===== src/hdl/fifo_net_pkg.sv =====
// --------------------
// Host and queue word structs, magic values,
// register bank layout and queue sizing
// --------------------
package fifo_net_pkg;

    // --------------------
    // Host word
    // --------------------
    typedef enum logic [1:0] {
        TYPE_TLP  = 2'd0,
        TYPE_CFG  = 2'd1,
        TYPE_LOOP = 2'd2,
        TYPE_CMD  = 2'd3
    } rx_type_e;

    typedef struct packed {
        logic [31:0] payload;                       // Cmd: value hi, mask lo
        logic [15:0] addr;                          // Bit 15 picks RW bank
        logic [1:0]  reserved;
        logic        cmd_write;
        logic        cmd_read;
        logic [1:0]  ctx;                           // Bit 0 is TLP last
        rx_type_e    rx_type;
        logic [7:0]  magic;
    } rx_word_t;

    localparam logic [7:0] RX_MAGIC = 8'h77;

    // Queue entry, output word, TLP out
    typedef struct packed {
        logic [1:0]  ctx;
        logic [31:0] data;
    } src_word_t;

    typedef struct packed {
        logic [1:0]  ctx;
        logic [1:0]  tag;
        logic [31:0] data;
    } tx_word_t;

    typedef struct packed {
        logic        last;
        logic [31:0] data;
    } tlp_out_t;

    typedef logic [15:0] reg_addr_t;
    typedef logic [15:0] reg_val_t;
    typedef logic [63:0] tick_t;

    // --------------------
    // Sources and queues
    // --------------------
    localparam int NUM_SRC   = 4;
    localparam int SRC_IDX_W = $clog2(NUM_SRC);
    localparam int SRC_TLP   = 0;                   // Index is priority, 0 first
    localparam int SRC_CFG   = 1;
    localparam int SRC_LOOP  = 2;
    localparam int SRC_CMD   = 3;
    localparam logic [NUM_SRC-1:0][1:0] SRC_TAG = {2'b11, 2'b10, 2'b01, 2'b00};

    localparam int QUEUE_DEPTH = 16;
    localparam int QUEUE_AFULL = 12;
    localparam int QUEUE_PTR_W = $clog2(QUEUE_DEPTH);
    localparam int QUEUE_CNT_W = $clog2(QUEUE_DEPTH + 1);

    // --------------------
    // Register banks
    // --------------------
    localparam reg_val_t   RO_MAGIC      = 16'hab89;
    localparam reg_val_t   RW_MAGIC      = 16'hefcd;
    localparam logic [7:0] VERSION_MAJOR = 8'h04;
    localparam logic [7:0] VERSION_MINOR = 8'h11;
    localparam logic [7:0] DEVICE_ID     = 8'h03;

    localparam int RO_BYTES = 16;                   // Magic, version, id, pad, uptime
    localparam int RW_BYTES = 8;                    // Magic, control, ticks
    localparam int RO_WORDS = RO_BYTES / 2;
    localparam int RW_WORDS = RW_BYTES / 2;
    localparam int RO_IDX_W = $clog2(RO_WORDS);
    localparam int RW_IDX_W = $clog2(RW_WORDS);

    localparam int RW_CTRL_INACT_EN = 16;           // Bit 0 of offset 2
    localparam int RW_TICKS_WORD    = 2;            // 32-bit ticks at offset 4

    localparam logic [31:0] INACT_NOTICE = 32'hffffcede;

endpackage


===== src/hdl/cmd_regfile.sv =====
// --------------------
// Control registers: RO and RW banks,
// command reads and masked writes,
// uptime and inactivity notice
// --------------------
`timescale 1ns/1ps

module cmd_regfile
    import fifo_net_pkg::*;
(
    input  logic      clk,
    input  logic      rst,
    input  rx_word_t  i_cmd,
    input  logic      i_cmd_valid,
    input  logic      i_tx_valid,
    input  logic      i_tx_ready,
    input  logic      i_rsp_almost_full,
    output src_word_t o_rsp,
    output logic      o_rsp_wr
);

    tick_t                    uptime;              // Free-running since reset
    tick_t                    inact_base;          // Uptime at last output activity
    tick_t                    inact_limit;
    reg_val_t [RO_WORDS-1:0]  ro_bank;
    reg_val_t [RW_WORDS-1:0]  rw_bank;

    reg_addr_t   cmd_addr;
    reg_val_t    cmd_mask;
    reg_val_t    cmd_value;
    reg_val_t    rd_value;
    logic [13:0] word_idx;                         // Even-aligned byte offset / 2
    logic        cmd_rw_bank;
    logic        cmd_read;
    logic        cmd_write;
    logic        inact_en;
    logic        inact_fire;

    // --------------------
    // Read-only bank
    // --------------------
    assign ro_bank[0]   = RO_MAGIC;                         // +0
    assign ro_bank[1]   = {VERSION_MAJOR, VERSION_MINOR};   // +2
    assign ro_bank[2]   = {8'h00, DEVICE_ID};               // +4
    assign ro_bank[3]   = '0;                               // +6 pad
    assign ro_bank[7:4] = uptime;                           // +8 uptime, low word first

    // --------------------
    // Command decode
    // --------------------
    assign cmd_addr    = i_cmd.addr;
    assign cmd_mask    = i_cmd.payload[15:0];
    assign cmd_value   = i_cmd.payload[31:16];
    assign cmd_rw_bank = cmd_addr[15];
    assign word_idx    = cmd_addr[14:1];
    assign cmd_read    = i_cmd_valid & i_cmd.cmd_read;
    // RO bank ignores writes, as do offsets past the end
    assign cmd_write   = i_cmd_valid & i_cmd.cmd_write & cmd_rw_bank
                         & (word_idx < 14'(RW_WORDS));

    // Bank value at offset, zero past the bank end
    always_comb
    begin
        rd_value = '0;
        if (cmd_rw_bank)
        begin
            if (word_idx < 14'(RW_WORDS))
                rd_value = rw_bank[word_idx[RW_IDX_W-1:0]];
        end
        else if (word_idx < 14'(RO_WORDS))
            rd_value = ro_bank[word_idx[RO_IDX_W-1:0]];
    end

    // --------------------
    // Inactivity
    // --------------------
    assign inact_en    = rw_bank[RW_CTRL_INACT_EN / 16][RW_CTRL_INACT_EN % 16];
    assign inact_limit = inact_base + tick_t'(rw_bank[RW_TICKS_WORD +: 2]);

    // Notice yields to any command and to a nearly full queue
    assign inact_fire = inact_en & ~cmd_read & ~cmd_write & ~i_rsp_almost_full
                        & (uptime > inact_limit);

    always_ff @(posedge clk)
    begin
        if (rst)
        begin
            uptime     <= '0;
            inact_base <= '0;
            o_rsp_wr   <= 1'b0;
            rw_bank    <= '0;
            rw_bank[0] <= RW_MAGIC;
        end
        else
        begin
            uptime   <= uptime + 1'b1;
            o_rsp_wr <= cmd_read | inact_fire;

            if (inact_fire)
                rw_bank[RW_CTRL_INACT_EN / 16][RW_CTRL_INACT_EN % 16] <= 1'b0; // One-shot

            // Masked update, mask 1 takes the new bit
            if (cmd_write)
            begin
                rw_bank[word_idx[RW_IDX_W-1:0]] <=
                    (rw_bank[word_idx[RW_IDX_W-1:0]] & ~cmd_mask) | (cmd_value & cmd_mask);
            end

            // Host busy or stalled restarts the idle window
            if ((i_tx_valid & i_tx_ready) | ~i_tx_ready)
                inact_base <= uptime;
        end
    end

    // Response payload, enters the queue next edge
    always_ff @(posedge clk)
    begin
        if (cmd_read)
        begin
            o_rsp.data <= {cmd_addr, rd_value};        // Address echo, value
            o_rsp.ctx  <= 2'b00;
        end
        else if (inact_fire)
        begin
            o_rsp.data <= INACT_NOTICE;
            o_rsp.ctx  <= 2'b00;
        end
    end

endmodule


===== src/hdl/fifo_net_top.sv =====
// --------------------
// Packet network top: router, transmit
// queues, priority mux, control registers
// --------------------
`timescale 1ns/1ps

module fifo_net_top
    import fifo_net_pkg::*;
(
    input  logic      clk,
    input  logic      rst,
    input  rx_word_t  i_rx,
    input  logic      i_rx_valid,
    input  src_word_t i_tlp_tx,
    input  logic      i_tlp_tx_valid,
    input  src_word_t i_cfg_tx,
    input  logic      i_cfg_tx_valid,
    input  logic      i_tx_ready,
    output tlp_out_t  o_tlp,
    output logic      o_tlp_valid,
    output rx_word_t  o_cfg,
    output logic      o_cfg_valid,
    output logic      o_tlp_tx_ready,
    output logic      o_cfg_tx_ready,
    output tx_word_t  o_tx,
    output logic      o_tx_valid
);

    // Per-queue wires, indexed by source
    logic      [NUM_SRC-1:0] q_wr;
    logic      [NUM_SRC-1:0] q_rd;
    logic      [NUM_SRC-1:0] q_full;
    logic      [NUM_SRC-1:0] q_afull;
    logic      [NUM_SRC-1:0] q_valid;
    src_word_t [NUM_SRC-1:0] q_din;
    src_word_t [NUM_SRC-1:0] q_dout;

    src_word_t loop_word;
    logic      loop_wr;
    rx_word_t  cmd_word;
    logic      cmd_valid;
    src_word_t rsp_word;
    logic      rsp_wr;

    rx_router i_rx_router (
        .clk         (clk),
        .rst         (rst),
        .i_rx        (i_rx),
        .i_rx_valid  (i_rx_valid),
        .o_tlp       (o_tlp),
        .o_tlp_valid (o_tlp_valid),
        .o_cfg       (o_cfg),
        .o_cfg_valid (o_cfg_valid),
        .o_loop      (loop_word),
        .o_loop_wr   (loop_wr),
        .o_cmd       (cmd_word),
        .o_cmd_valid (cmd_valid)
    );

    // --------------------
    // Queue feeds
    // --------------------
    assign o_tlp_tx_ready  = ~q_full[SRC_TLP];
    assign o_cfg_tx_ready  = ~q_full[SRC_CFG];
    assign q_wr[SRC_TLP]   = i_tlp_tx_valid & o_tlp_tx_ready;
    assign q_wr[SRC_CFG]   = i_cfg_tx_valid & o_cfg_tx_ready;
    assign q_wr[SRC_LOOP]  = loop_wr;               // No back-pressure toward host
    assign q_wr[SRC_CMD]   = rsp_wr;
    assign q_din[SRC_TLP]  = i_tlp_tx;
    assign q_din[SRC_CFG]  = i_cfg_tx;
    assign q_din[SRC_LOOP] = loop_word;
    assign q_din[SRC_CMD]  = rsp_word;

    for (genvar g = 0; g < NUM_SRC; g++)
    begin : g_queue
        tx_queue i_tx_queue (
            .clk           (clk),
            .rst           (rst),
            .i_wr          (q_wr[g]),
            .i_din         (q_din[g]),
            .i_rd          (q_rd[g]),
            .o_full        (q_full[g]),
            .o_almost_full (q_afull[g]),
            .o_valid       (q_valid[g]),
            .o_dout        (q_dout[g])
        );
    end

    tx_mux i_tx_mux (
        .clk        (clk),
        .rst        (rst),
        .i_valid    (q_valid),
        .i_dout     (q_dout),
        .i_tx_ready (i_tx_ready),
        .o_rd       (q_rd),
        .o_tx       (o_tx),
        .o_tx_valid (o_tx_valid)
    );

    cmd_regfile i_cmd_regfile (
        .clk               (clk),
        .rst               (rst),
        .i_cmd             (cmd_word),
        .i_cmd_valid       (cmd_valid),
        .i_tx_valid        (o_tx_valid),
        .i_tx_ready        (i_tx_ready),
        .i_rsp_almost_full (q_afull[SRC_CMD]),
        .o_rsp             (rsp_word),
        .o_rsp_wr          (rsp_wr)
    );

endmodule


===== src/hdl/rx_router.sv =====
// --------------------
// Receive router: magic check, type decode,
// one registered output per destination
// --------------------
`timescale 1ns/1ps

module rx_router
    import fifo_net_pkg::*;
(
    input  logic      clk,
    input  logic      rst,
    input  rx_word_t  i_rx,
    input  logic      i_rx_valid,
    output tlp_out_t  o_tlp,
    output logic      o_tlp_valid,
    output rx_word_t  o_cfg,
    output logic      o_cfg_valid,
    output src_word_t o_loop,
    output logic      o_loop_wr,
    output rx_word_t  o_cmd,
    output logic      o_cmd_valid
);

    rx_word_t rx_q;                                 // Last accepted host word
    logic     rx_ok;

    // Bad magic drops the word
    assign rx_ok = i_rx_valid & (i_rx.magic == RX_MAGIC);

    always_ff @(posedge clk)
    begin
        if (rst)
        begin
            o_tlp_valid <= 1'b0;
            o_cfg_valid <= 1'b0;
            o_loop_wr   <= 1'b0;
            o_cmd_valid <= 1'b0;
        end
        else
        begin
            // At most one destination per word
            o_tlp_valid <= rx_ok & (i_rx.rx_type == TYPE_TLP);
            o_cfg_valid <= rx_ok & (i_rx.rx_type == TYPE_CFG);
            o_loop_wr   <= rx_ok & (i_rx.rx_type == TYPE_LOOP);
            o_cmd_valid <= rx_ok & (i_rx.rx_type == TYPE_CMD);
        end
    end

    always_ff @(posedge clk)
    begin
        if (i_rx_valid)
            rx_q <= i_rx;
    end

    // Destination views of the held word
    assign o_tlp.data  = rx_q.payload;
    assign o_tlp.last  = rx_q.ctx[0];
    assign o_cfg       = rx_q;
    assign o_loop.data = rx_q.payload;
    assign o_loop.ctx  = rx_q.ctx;
    assign o_cmd       = rx_q;

endmodule


===== src/hdl/tx_mux.sv =====
// --------------------
// Fixed-priority drain of the queues into
// tagged host words, valid/ready output
// --------------------
`timescale 1ns/1ps

module tx_mux
    import fifo_net_pkg::*;
(
    input  logic                      clk,
    input  logic                      rst,
    input  logic      [NUM_SRC-1:0]   i_valid,
    input  src_word_t [NUM_SRC-1:0]   i_dout,
    input  logic                      i_tx_ready,
    output logic      [NUM_SRC-1:0]   o_rd,
    output tx_word_t                  o_tx,
    output logic                      o_tx_valid
);

    logic [SRC_IDX_W-1:0] sel;                      // Winning queue
    logic                 any;
    logic                 load;

    // Output reg empty or draining this cycle
    assign load = ~o_tx_valid | i_tx_ready;

    // Lowest index wins, so scan high to low
    always_comb
    begin
        sel = '0;
        any = 1'b0;
        for (int i = NUM_SRC - 1; i >= 0; i--)
        begin
            if (i_valid[i])
            begin
                sel = SRC_IDX_W'(i);
                any = 1'b1;
            end
        end
    end

    // Pop only when the head is taken
    always_comb
    begin
        o_rd = '0;
        if (load & any)
            o_rd[sel] = 1'b1;
    end

    always_ff @(posedge clk)
    begin
        if (rst)
            o_tx_valid <= 1'b0;
        else if (load)
            o_tx_valid <= any;                      // Held while stalled
    end

    always_ff @(posedge clk)
    begin
        if (load & any)
        begin
            o_tx.data <= i_dout[sel].data;
            o_tx.ctx  <= i_dout[sel].ctx;
            o_tx.tag  <= SRC_TAG[sel];
        end
    end

endmodule


===== src/hdl/tx_queue.sv =====
// --------------------
// Transmit queue, synchronous FIFO with
// first-word-fall-through head
// --------------------
`timescale 1ns/1ps

module tx_queue
    import fifo_net_pkg::*;
(
    input  logic      clk,
    input  logic      rst,
    input  logic      i_wr,
    input  src_word_t i_din,
    input  logic      i_rd,
    output logic      o_full,
    output logic      o_almost_full,
    output logic      o_valid,
    output src_word_t o_dout
);

    src_word_t              mem [QUEUE_DEPTH];      // Payload store
    logic [QUEUE_PTR_W-1:0] wr_ptr;
    logic [QUEUE_PTR_W-1:0] rd_ptr;
    logic [QUEUE_CNT_W-1:0] count;
    logic                   wr_en;
    logic                   rd_en;

    assign wr_en = i_wr & ~o_full;                  // Full queue drops the write
    assign rd_en = i_rd & o_valid;

    assign o_full        = (count == QUEUE_CNT_W'(QUEUE_DEPTH));
    assign o_almost_full = (count >= QUEUE_CNT_W'(QUEUE_AFULL));
    assign o_valid       = (count != '0);
    assign o_dout        = mem[rd_ptr];             // Head falls through

    always_ff @(posedge clk)
    begin
        if (wr_en)
            mem[wr_ptr] <= i_din;
    end

    always_ff @(posedge clk)
    begin
        if (rst)
        begin
            wr_ptr <= '0;
            rd_ptr <= '0;
            count  <= '0;
        end
        else
        begin
            if (wr_en)
                wr_ptr <= (wr_ptr == QUEUE_PTR_W'(QUEUE_DEPTH - 1)) ? '0 : wr_ptr + 1'b1;
            if (rd_en)
                rd_ptr <= (rd_ptr == QUEUE_PTR_W'(QUEUE_DEPTH - 1)) ? '0 : rd_ptr + 1'b1;
            // Count holds when both happen
            if (wr_en & ~rd_en)
                count <= count + 1'b1;
            else if (rd_en & ~wr_en)
                count <= count - 1'b1;
        end
    end

endmodule


===== config.mk =====
export PLATFORM = sky130hd
export DESIGN_NAME = fifo_net_top
export DESIGN_NICKNAME = d
export VERILOG_FILES = /design/src/hdl/fifo_net_pkg.sv /design/src/hdl/cmd_regfile.sv /design/src/hdl/fifo_net_top.sv /design/src/hdl/rx_router.sv /design/src/hdl/tx_mux.sv /design/src/hdl/tx_queue.sv
export SDC_FILE = /design/constraint.sdc
export NUM_CORES = 2
export LEC_CHECK = 0
export CAP_MARGIN = 15
export CORE_ASPECT_RATIO = 1.5
export CORE_MARGIN = 2
export CORE_UTILIZATION = 55
export CTS_CLUSTER_SIZE = 20
export DETAILED_ROUTE_END_ITERATION = 8
export DONT_BUFFER_PORTS = 1
export PLACE_DENSITY = 0.81
export SLEW_MARGIN = 15
export SYNTH_ARGS = -nofsm -noshare
export SYNTH_HDL_FRONTEND = slang
export SYNTH_SLANG_ARGS = --single-unit

===== constraint.sdc =====
create_clock -name clk -period 9.6 [get_ports clk]
set_input_delay 0.96 -clock clk [delete_from_list [all_inputs] [get_ports clk]]
set_output_delay 0.96 -clock clk [all_outputs]
set_load 0.005 [all_outputs]

# After elaboration in Yosys (flattened, before gate mapping)
# Memory sizes are Yosys's and may differ from the RTL's. A register that Yosys moved wholly into a read port is not among the register bits.
# Cells that the tools add are included.
[word_totals] ramBits=2144 n_memories=4 input_bits=138 romBits=0 ff_bits=382 latch_bits=0 word_cells=215
[op_classes] n_reduce_logical=12 magnitude_cmp=9 eq_ne=16 div=0 shift=0 n_addsub=18 bitwise=57 mul=0 n_mux=62
[mem_list] name="g_queue[0].i_tx_queue.mem" words=16 word_bits=34 rd=1 rd_clocked_by_memory_dff=1 write_ports=1 line="tx_queue.sv:21" text="src_word_t mem [QUEUE_DEPTH];"
[mem_list] name="g_queue[1].i_tx_queue.mem" words=16 word_bits=34 rd=1 rd_clocked_by_memory_dff=1 write_ports=1 line="tx_queue.sv:21"
[mem_list] name="g_queue[2].i_tx_queue.mem" words=16 word_bits=34 rd=1 rd_clocked_by_memory_dff=1 write_ports=1 line="tx_queue.sv:21"
[mem_list] name="g_queue[3].i_tx_queue.mem" words=16 word_bits=32 rd=1 rd_clocked_by_memory_dff=1 write_ports=1 line="tx_queue.sv:21"
[ops] cell="$mux W16" n=6
[ops] cell="$bmux W34 S2" n=1
[ops] cell="$mux W4" n=17
[ops] cell="$add A64 B1 Y64 const B" n=1
[ops] cell="$add A64 B32 Y64" n=1
[ops] cell="$bwmux W64" n=1
[ops] cell="$gt A64 B64 Y1" n=1
[ops] cell="$mux W32" n=2
[ops] cell="$bmux W16 S3" n=1
[ops] cell="$mux W5" n=8
[ops] cell="$mux W34" n=1
[ops] cell="$and A1 B1 Y1" n=33
[ops] cell="$add A4 B1 Y4 const B" n=8
[ops] cell="$and A16 B16 Y16" n=2
[ops] cell="$bmux W16 S2" n=1
[ops] cell="$demux W16 S2" n=1
[ops] cell="$eq A4 B4 Y1 const B" n=8
[ops] cell="$add A5 B1 Y5 const B" n=4
[ops] cell="$eq A5 B5 Y1 const B" n=4
[ops] cell="$reduce_bool A5 Y1" n=4
[ops] cell="$sub A5 B1 Y5 const B" n=4
[ops] cell="$mux W17" n=1
[ops] cell="$not A1 Y1" n=17
[ops] cell="$not A16 Y16" n=1
[ops] cell="18 further kinds" n=46

# Depth between registers and ports, before layout
[depth] ltp_word=14 ltp_mapped=21 ltp_nobuf=20

# Cells and area by module
# From an unflattened synthesis, not the netlist that was laid out.
[hier_totals] cells_unflattened=5730 area_unflattened_um2=103671.9
[modules_own_cells] module="tx_queue at g_queue[0].i_tx_queue ..." seq_area_each_um2=16676.0 instances=3 area_per_inst_um2=21272.9 cells_each=950
[modules_own_cells] module="tx_queue at g_queue[3].i_tx_queue" seq_area_each_um2=16676.0 instances=1 area_per_inst_um2=21264.1 cells_each=945
[modules_own_cells] module="cmd_regfile" seq_area_each_um2=4824.6 instances=1 area_per_inst_um2=13231.4 cells_each=1508
[modules_own_cells] module="rx_router" seq_area_each_um2=2001.9 instances=1 area_per_inst_um2=3079.2 cells_each=210
[modules_own_cells] module="tx_mux" seq_area_each_um2=1101.1 instances=1 area_per_inst_um2=2258.4 cells_each=213
[modules_own_cells] module="fifo_net_top" seq_area_each_um2=0.0 instances=1 area_per_inst_um2=20.0 cells_each=4

# Worst setup path after synthesis
# OpenSTA, ideal clock, no wires.
[synth_timing] kind="register to register" start="register i_cmd_regfile.rw_bank[32] (netlist bit)" end="register i_cmd_regfile.o_rsp[0] (netlist bit), enable pin" stages_incl_launch_ff=22 n_path_buf=1 synth_period_minus_slack_ns=6.944 required_ns=9.134 arrival_time_ns=6.478 setup_slack_ns=2.656 path_cell_list="dfxtp_1 ha_1 inv_1 fa_1 nor2b_1 o211ai_1 a21boi_2 nor3_1 nor4_2 o2111ai_2 buf_2 a21boi_0 xnor2_1 ha_1 nand3_1 or4_1 nor3b_1 nor3b_1 nand2_1 a31oi_1 nor3_1 o21ai_0"
[synth_via] elab_chain_cells=4
[synth_rtl] item="start, declared" line="cmd_regfile.sv:26" text="reg_val_t [RW_WORDS-1:0] rw_bank;"
[synth_rtl] item="start signal, assigned by index" line="cmd_regfile.sv:105" text="rw_bank[word_idx[RW_IDX_W-1:0]] <="
[synth_rtl] item="$add A64 B32 Y64" line="cmd_regfile.sv:78" text="assign inact_limit = inact_base + tick_t'(rw_bank[RW_TICKS_WORD +: 2]);"
[synth_rtl] item="$gt A64 B64 Y1" line="cmd_regfile.sv:82" text="& (uptime > inact_limit);"
[synth_rtl] item="$and A1 B1 Y1" line="cmd_regfile.sv:82"
[synth_rtl] item="$reduce_bool A2 Y1 (no line)"
[synth_rtl] item="end, declared" line="cmd_regfile.sv:18" text="output src_word_t o_rsp,"
# No other way between the ends.
# A chain may end at the register's enable or synchronous reset.

# Worst setup path in the final report
[layout_timing] start="register i_cmd_regfile.rw_bank[32] (netlist bit)" end="register i_cmd_regfile.o_rsp[20] (netlist bit), enable pin"
# Same word-level chain as after synthesis.

==> flow_summary.json <==
{
  "startpoint_type": "flop",
  "number_of_synthesized_flops_with_an_enable_pin": 2276,
  "setup_viol": 0,
  "final_common_cell": "edfxtp_1",
  "clock_skew_ns": 0.08397,
  "multiInputGateArea_mm2": 0.02689,
  "worst_ep_arrival_ns": 7.29,
  "tritoncts_sink_count": 2542,
  "powerDensity_mw_per_mm2": 219.7,
  "maxSlewViolCount": 0,
  "netlist_area_mm2": 0.1017,
  "critPathTopFamily": "simple AND/OR/NAND/NOR gates",
  "cts_clock_pin_slew_for_the_worst_setup_and_hold_paths_ns": 0.07,
  "finalNonFillerCells": 8090,
  "post_synth.cell_area_avg_um2": 18.77,
  "synthesis.nets": 5693,
  "worst_slew_pin_slew_ns": 1.270,
  "first_global_vias": 54641,
  "yosys_warnings": 0,
  "floorplan.io_pins": 276,
  "required_ns": 10.10,
  "tns_ns": 0,
  "post_route_cells_drive_above_1_share": 0.2193,
  "rows": 193,
  "timing.max_slew.rel_slack": 0.1293,
  "gpl.final_weighted_congestion": 0.9616,
  "synth_largest_area_cell": "edfxtp_1",
  "grt_util_all_layers": 0.2874,
  "routed_wl_mm": 269.9,
  "post_cts_resize_count": 0,
  "global_route.overflow_total": 0,
  "top_cell_type_s_share_of_synthesized_area": 0.6723,
  "critPathKind": "reg -> reg",
  "most_used_dff_post_synth": "edfxtp_1",
  "vias": 53204,
  "syn-instance-count": 5417,
  "area.growth.synth_to_final_pct": 10.42,
  "die-area_mm2": 0.1883,
  "vdd.ir_drop.worst_mv": 0.2206,
  "grt_antenna_before_repair": 15,
  "cp.buffers_inverters": 2,
  "cts_post_setup_buffers_inserted": 0,
  "port_buffers": 0,
  "die_span_in_y_um": 530.5,
  "nFillCells": 12316,
  "crit_path_cell_trace": "ha_1, inv_1, fa_1, nor2b_1, o211ai_1, a21boi_2, nor3_1, nor4_2, o2111ai_2, a2111oi_2, xnor2_1, ha_1, nand4_1, nor4_1, nor3b_1, nor3b_1, nand2_1, a31oi_1, nor3_1, o21ai_4, buf_4",
  "grt_max_degree": 250,
  "cts-root-buf": "clkbuf_16",
  "clock_insertion_delay_worst_skew_ns": 0.92,
  "ys_seq_area_frac": 0.7247,
  "dp.cells": 7660,
  "top_library_cells_by_usage_in_the_layout_fill_and_taps_aside": "edfxtp_1 (2276), mux4_2 (634), nand2_1 (303), a21oi_1 (253), dfxtp_1 (250)",
  "drc_errors": 0,
  "cap_viol_max_count": 0,
  "htree_levels": 4,
  "synth-async-reset-ratio": 0,
  "max_freq_ghz": 0.1474,
  "cts_made_buffers": 225,
  "wire_length_of_the_first_global_routing_pass_mm": 385.7,
  "fin_nets": 5726,
  "layout_worst_path_cycle_share": 0.7068,
  "final-seq-area_mm2": 0.07372,
  "ys_types": 77,
  "core_region_area_mm2": 0.1840,
  "tritonroute_pass_1_iters": 8,
  "synth_top_cells_by_area": "edfxtp_1 (67%), mux4_2 (14%), dfxtp_1 (5.2%), ha_1 (1.6%), a21oi_1 (1.2%)",
  "final_antenna_net_count": 0,
  "run_status": "finished clean",
  "detail_route.vias_per_cell": 6.577,
  "cpPeakStageDelay_ns": 0.56,
  "finalHoldViolations": 0,
  "hpwl_mm": 163.1,
  "end_kind": "flop",
  "postSynthRegisterBits": 2542,
  "static_power_due_to_leakage_uw": 0.03452,
  "die_w_um": 355.0,
  "route.detailed.wl_per_inst_um": 33.37,
  "cts_hold_buf": 0,
  "worst_hold_slack_ns": 0.1311,
  "cts_tree": "yes",
  "worst_hold_path_type": "in -> reg",
  "initial_util": 0.5524,
  "cp_slowest_cell": "o2111ai_2",
  "min_period_ns": 6.785,
  "detail_route.iter0.violations": 6004,
  "cts_max_path_buffers": 4,
  "unrepaired_setup_endpoints_after_global_routing": "no",
  "critical_path.max_fanout": 32
}
## worst paths after layout
check / from / endpoint / slack, ns / cells past startpoint
max reg2reg: i_cmd_regfile.rw_bank[32]$_SDFFE_PP0P_ / i_cmd_regfile.o_rsp[20]$_SDFFCE_PN1P_ / 2.81 / 21
min: i_rx[55] / i_rx_router.o_cfg[55]$_DFFE_PP_ / 0.13 / 0
min reg2reg: i_cmd_regfile.inact_base[2]$_SDFFE_PP0P_ / i_cmd_regfile.inact_base[2]$_SDFFE_PP0P_ / 0.46 / 2
max: i_cmd_regfile.rw_bank[32]$_SDFFE_PP0P_ / i_cmd_regfile.o_rsp[20]$_SDFFCE_PN1P_ / 2.81 / 21
## state kept, by name, indices dropped and copies added (netlist names), 20 cells and up, named ones only
name and count:
i_cmd_regfile.rw_bank 63, i_tx_mux.o_tx 36, i_rx_router.o_cfg 64, i_cmd_regfile.o_rsp 32, i_cmd_regfile.inact_base 64, g_queue.i_tx_queue.count 20
i_cmd_regfile.uptime 64, g_queue.i_tx_queue.mem 2144
## final cells by class
class,count,share of cell area
diodes,17,0.0003790
clock inverters,141,0.01415
repair buffers,117,0.007936
clock buffers,272,0.05248
inverters,47,0.001572
flip-flops and latches,2542,0.6567
well taps,2437,0.02716
multi-input cells,2517,0.2396
## where the power goes
part	internal [uW]	switching, uW
Combinational	1100	1500
Sequential	12400	434
Clock	5180	4090
Total	18600	6030
## routing by layer
metal / GRT usage / up-vias / part of all wire
met2: 0.4833 / 3176 / 0.50
li1: - / 21907 / -
met4: 0.1738 / 6 / 0.070
met5: 0 / - / 0.00014
met3: 0.08168 / 782 / 0.11
met1: 0.3263 / 27333 / 0.32
## synthesized netlist by cell type (all sizes together) (4+ instances only)
cell	count
a21o	42
o211ai	22
o21ai	55
and4	10
inv	47
nand4	36
fa	5
nor3	50
a211o	13
nor2b	59
ha	133
mux2	18
a31oi	9
a22oi	35
a211oi	123
a21oi	253
and3	21
nand3	47
mux4	635
or3	21
a21boi	8
a311oi	5
dfxtp	266
nor3b	7
o21bai	6
nand2b	16
buf	132
nor2	270
or2	21
clkbuf	179
mux2i	85
nor4b	4
xor2	68
xnor2	71
nor4	18
and2	9
nand2	303
edfxtp	2276
o21a	7
## cell families (layout without fill, tap and decap cells)
logic type                 after synthesis  in the layout  synth area share
xor gates and xnor gates               139            139           0.01198
other                                    0             17                 0
and+or+nand+nor                        902            902           0.04196
adders and majority gates              138            138           0.01736
buffers and inverters                  358            577           0.01557
muxes                                  738            738            0.1511
DFF                                   2542           2542            0.7247
AOI/OAI and AO/OA                      600            600           0.03732
## metrics by stage
stage | area [um2] | utilization | worst slack [ns] | total power (uW)
final | 112200 | 0.6100 | 2.815 | 24660
after detailed placement | 104700 | 0.5691 | 2.900 | 15560
after global placement | 104700 | 0.5691 | 2.948 | 15500
after floorplan | 101700 | - | 2.656 | 14470
after global routing | 112200 | 0.6098 | 2.585 | 25250
after CTS | 112200 | 0.6098 | 2.848 | 24730
## worst reg2reg max path, cell delays in order, from the launching register on
cell and delay, ns:
dfxtp_1 0.36, ha_1 0.24, inv_1 0.07, fa_1 0.40, nor2b_1 0.16, o211ai_1 0.14, a21boi_2 0.23, nor3_1 0.15
nor4_2 0.52, o2111ai_2 0.56, a2111oi_2 0.57, xnor2_1 0.11, ha_1 0.28, nand4_1 0.12, nor4_1 0.51, nor3b_1 0.51
nor3b_1 0.34, nand2_1 0.12, a31oi_1 0.21, nor3_1 0.15, o21ai_4 0.15, buf_4 0.45
(Power assumes the default switching activity.)
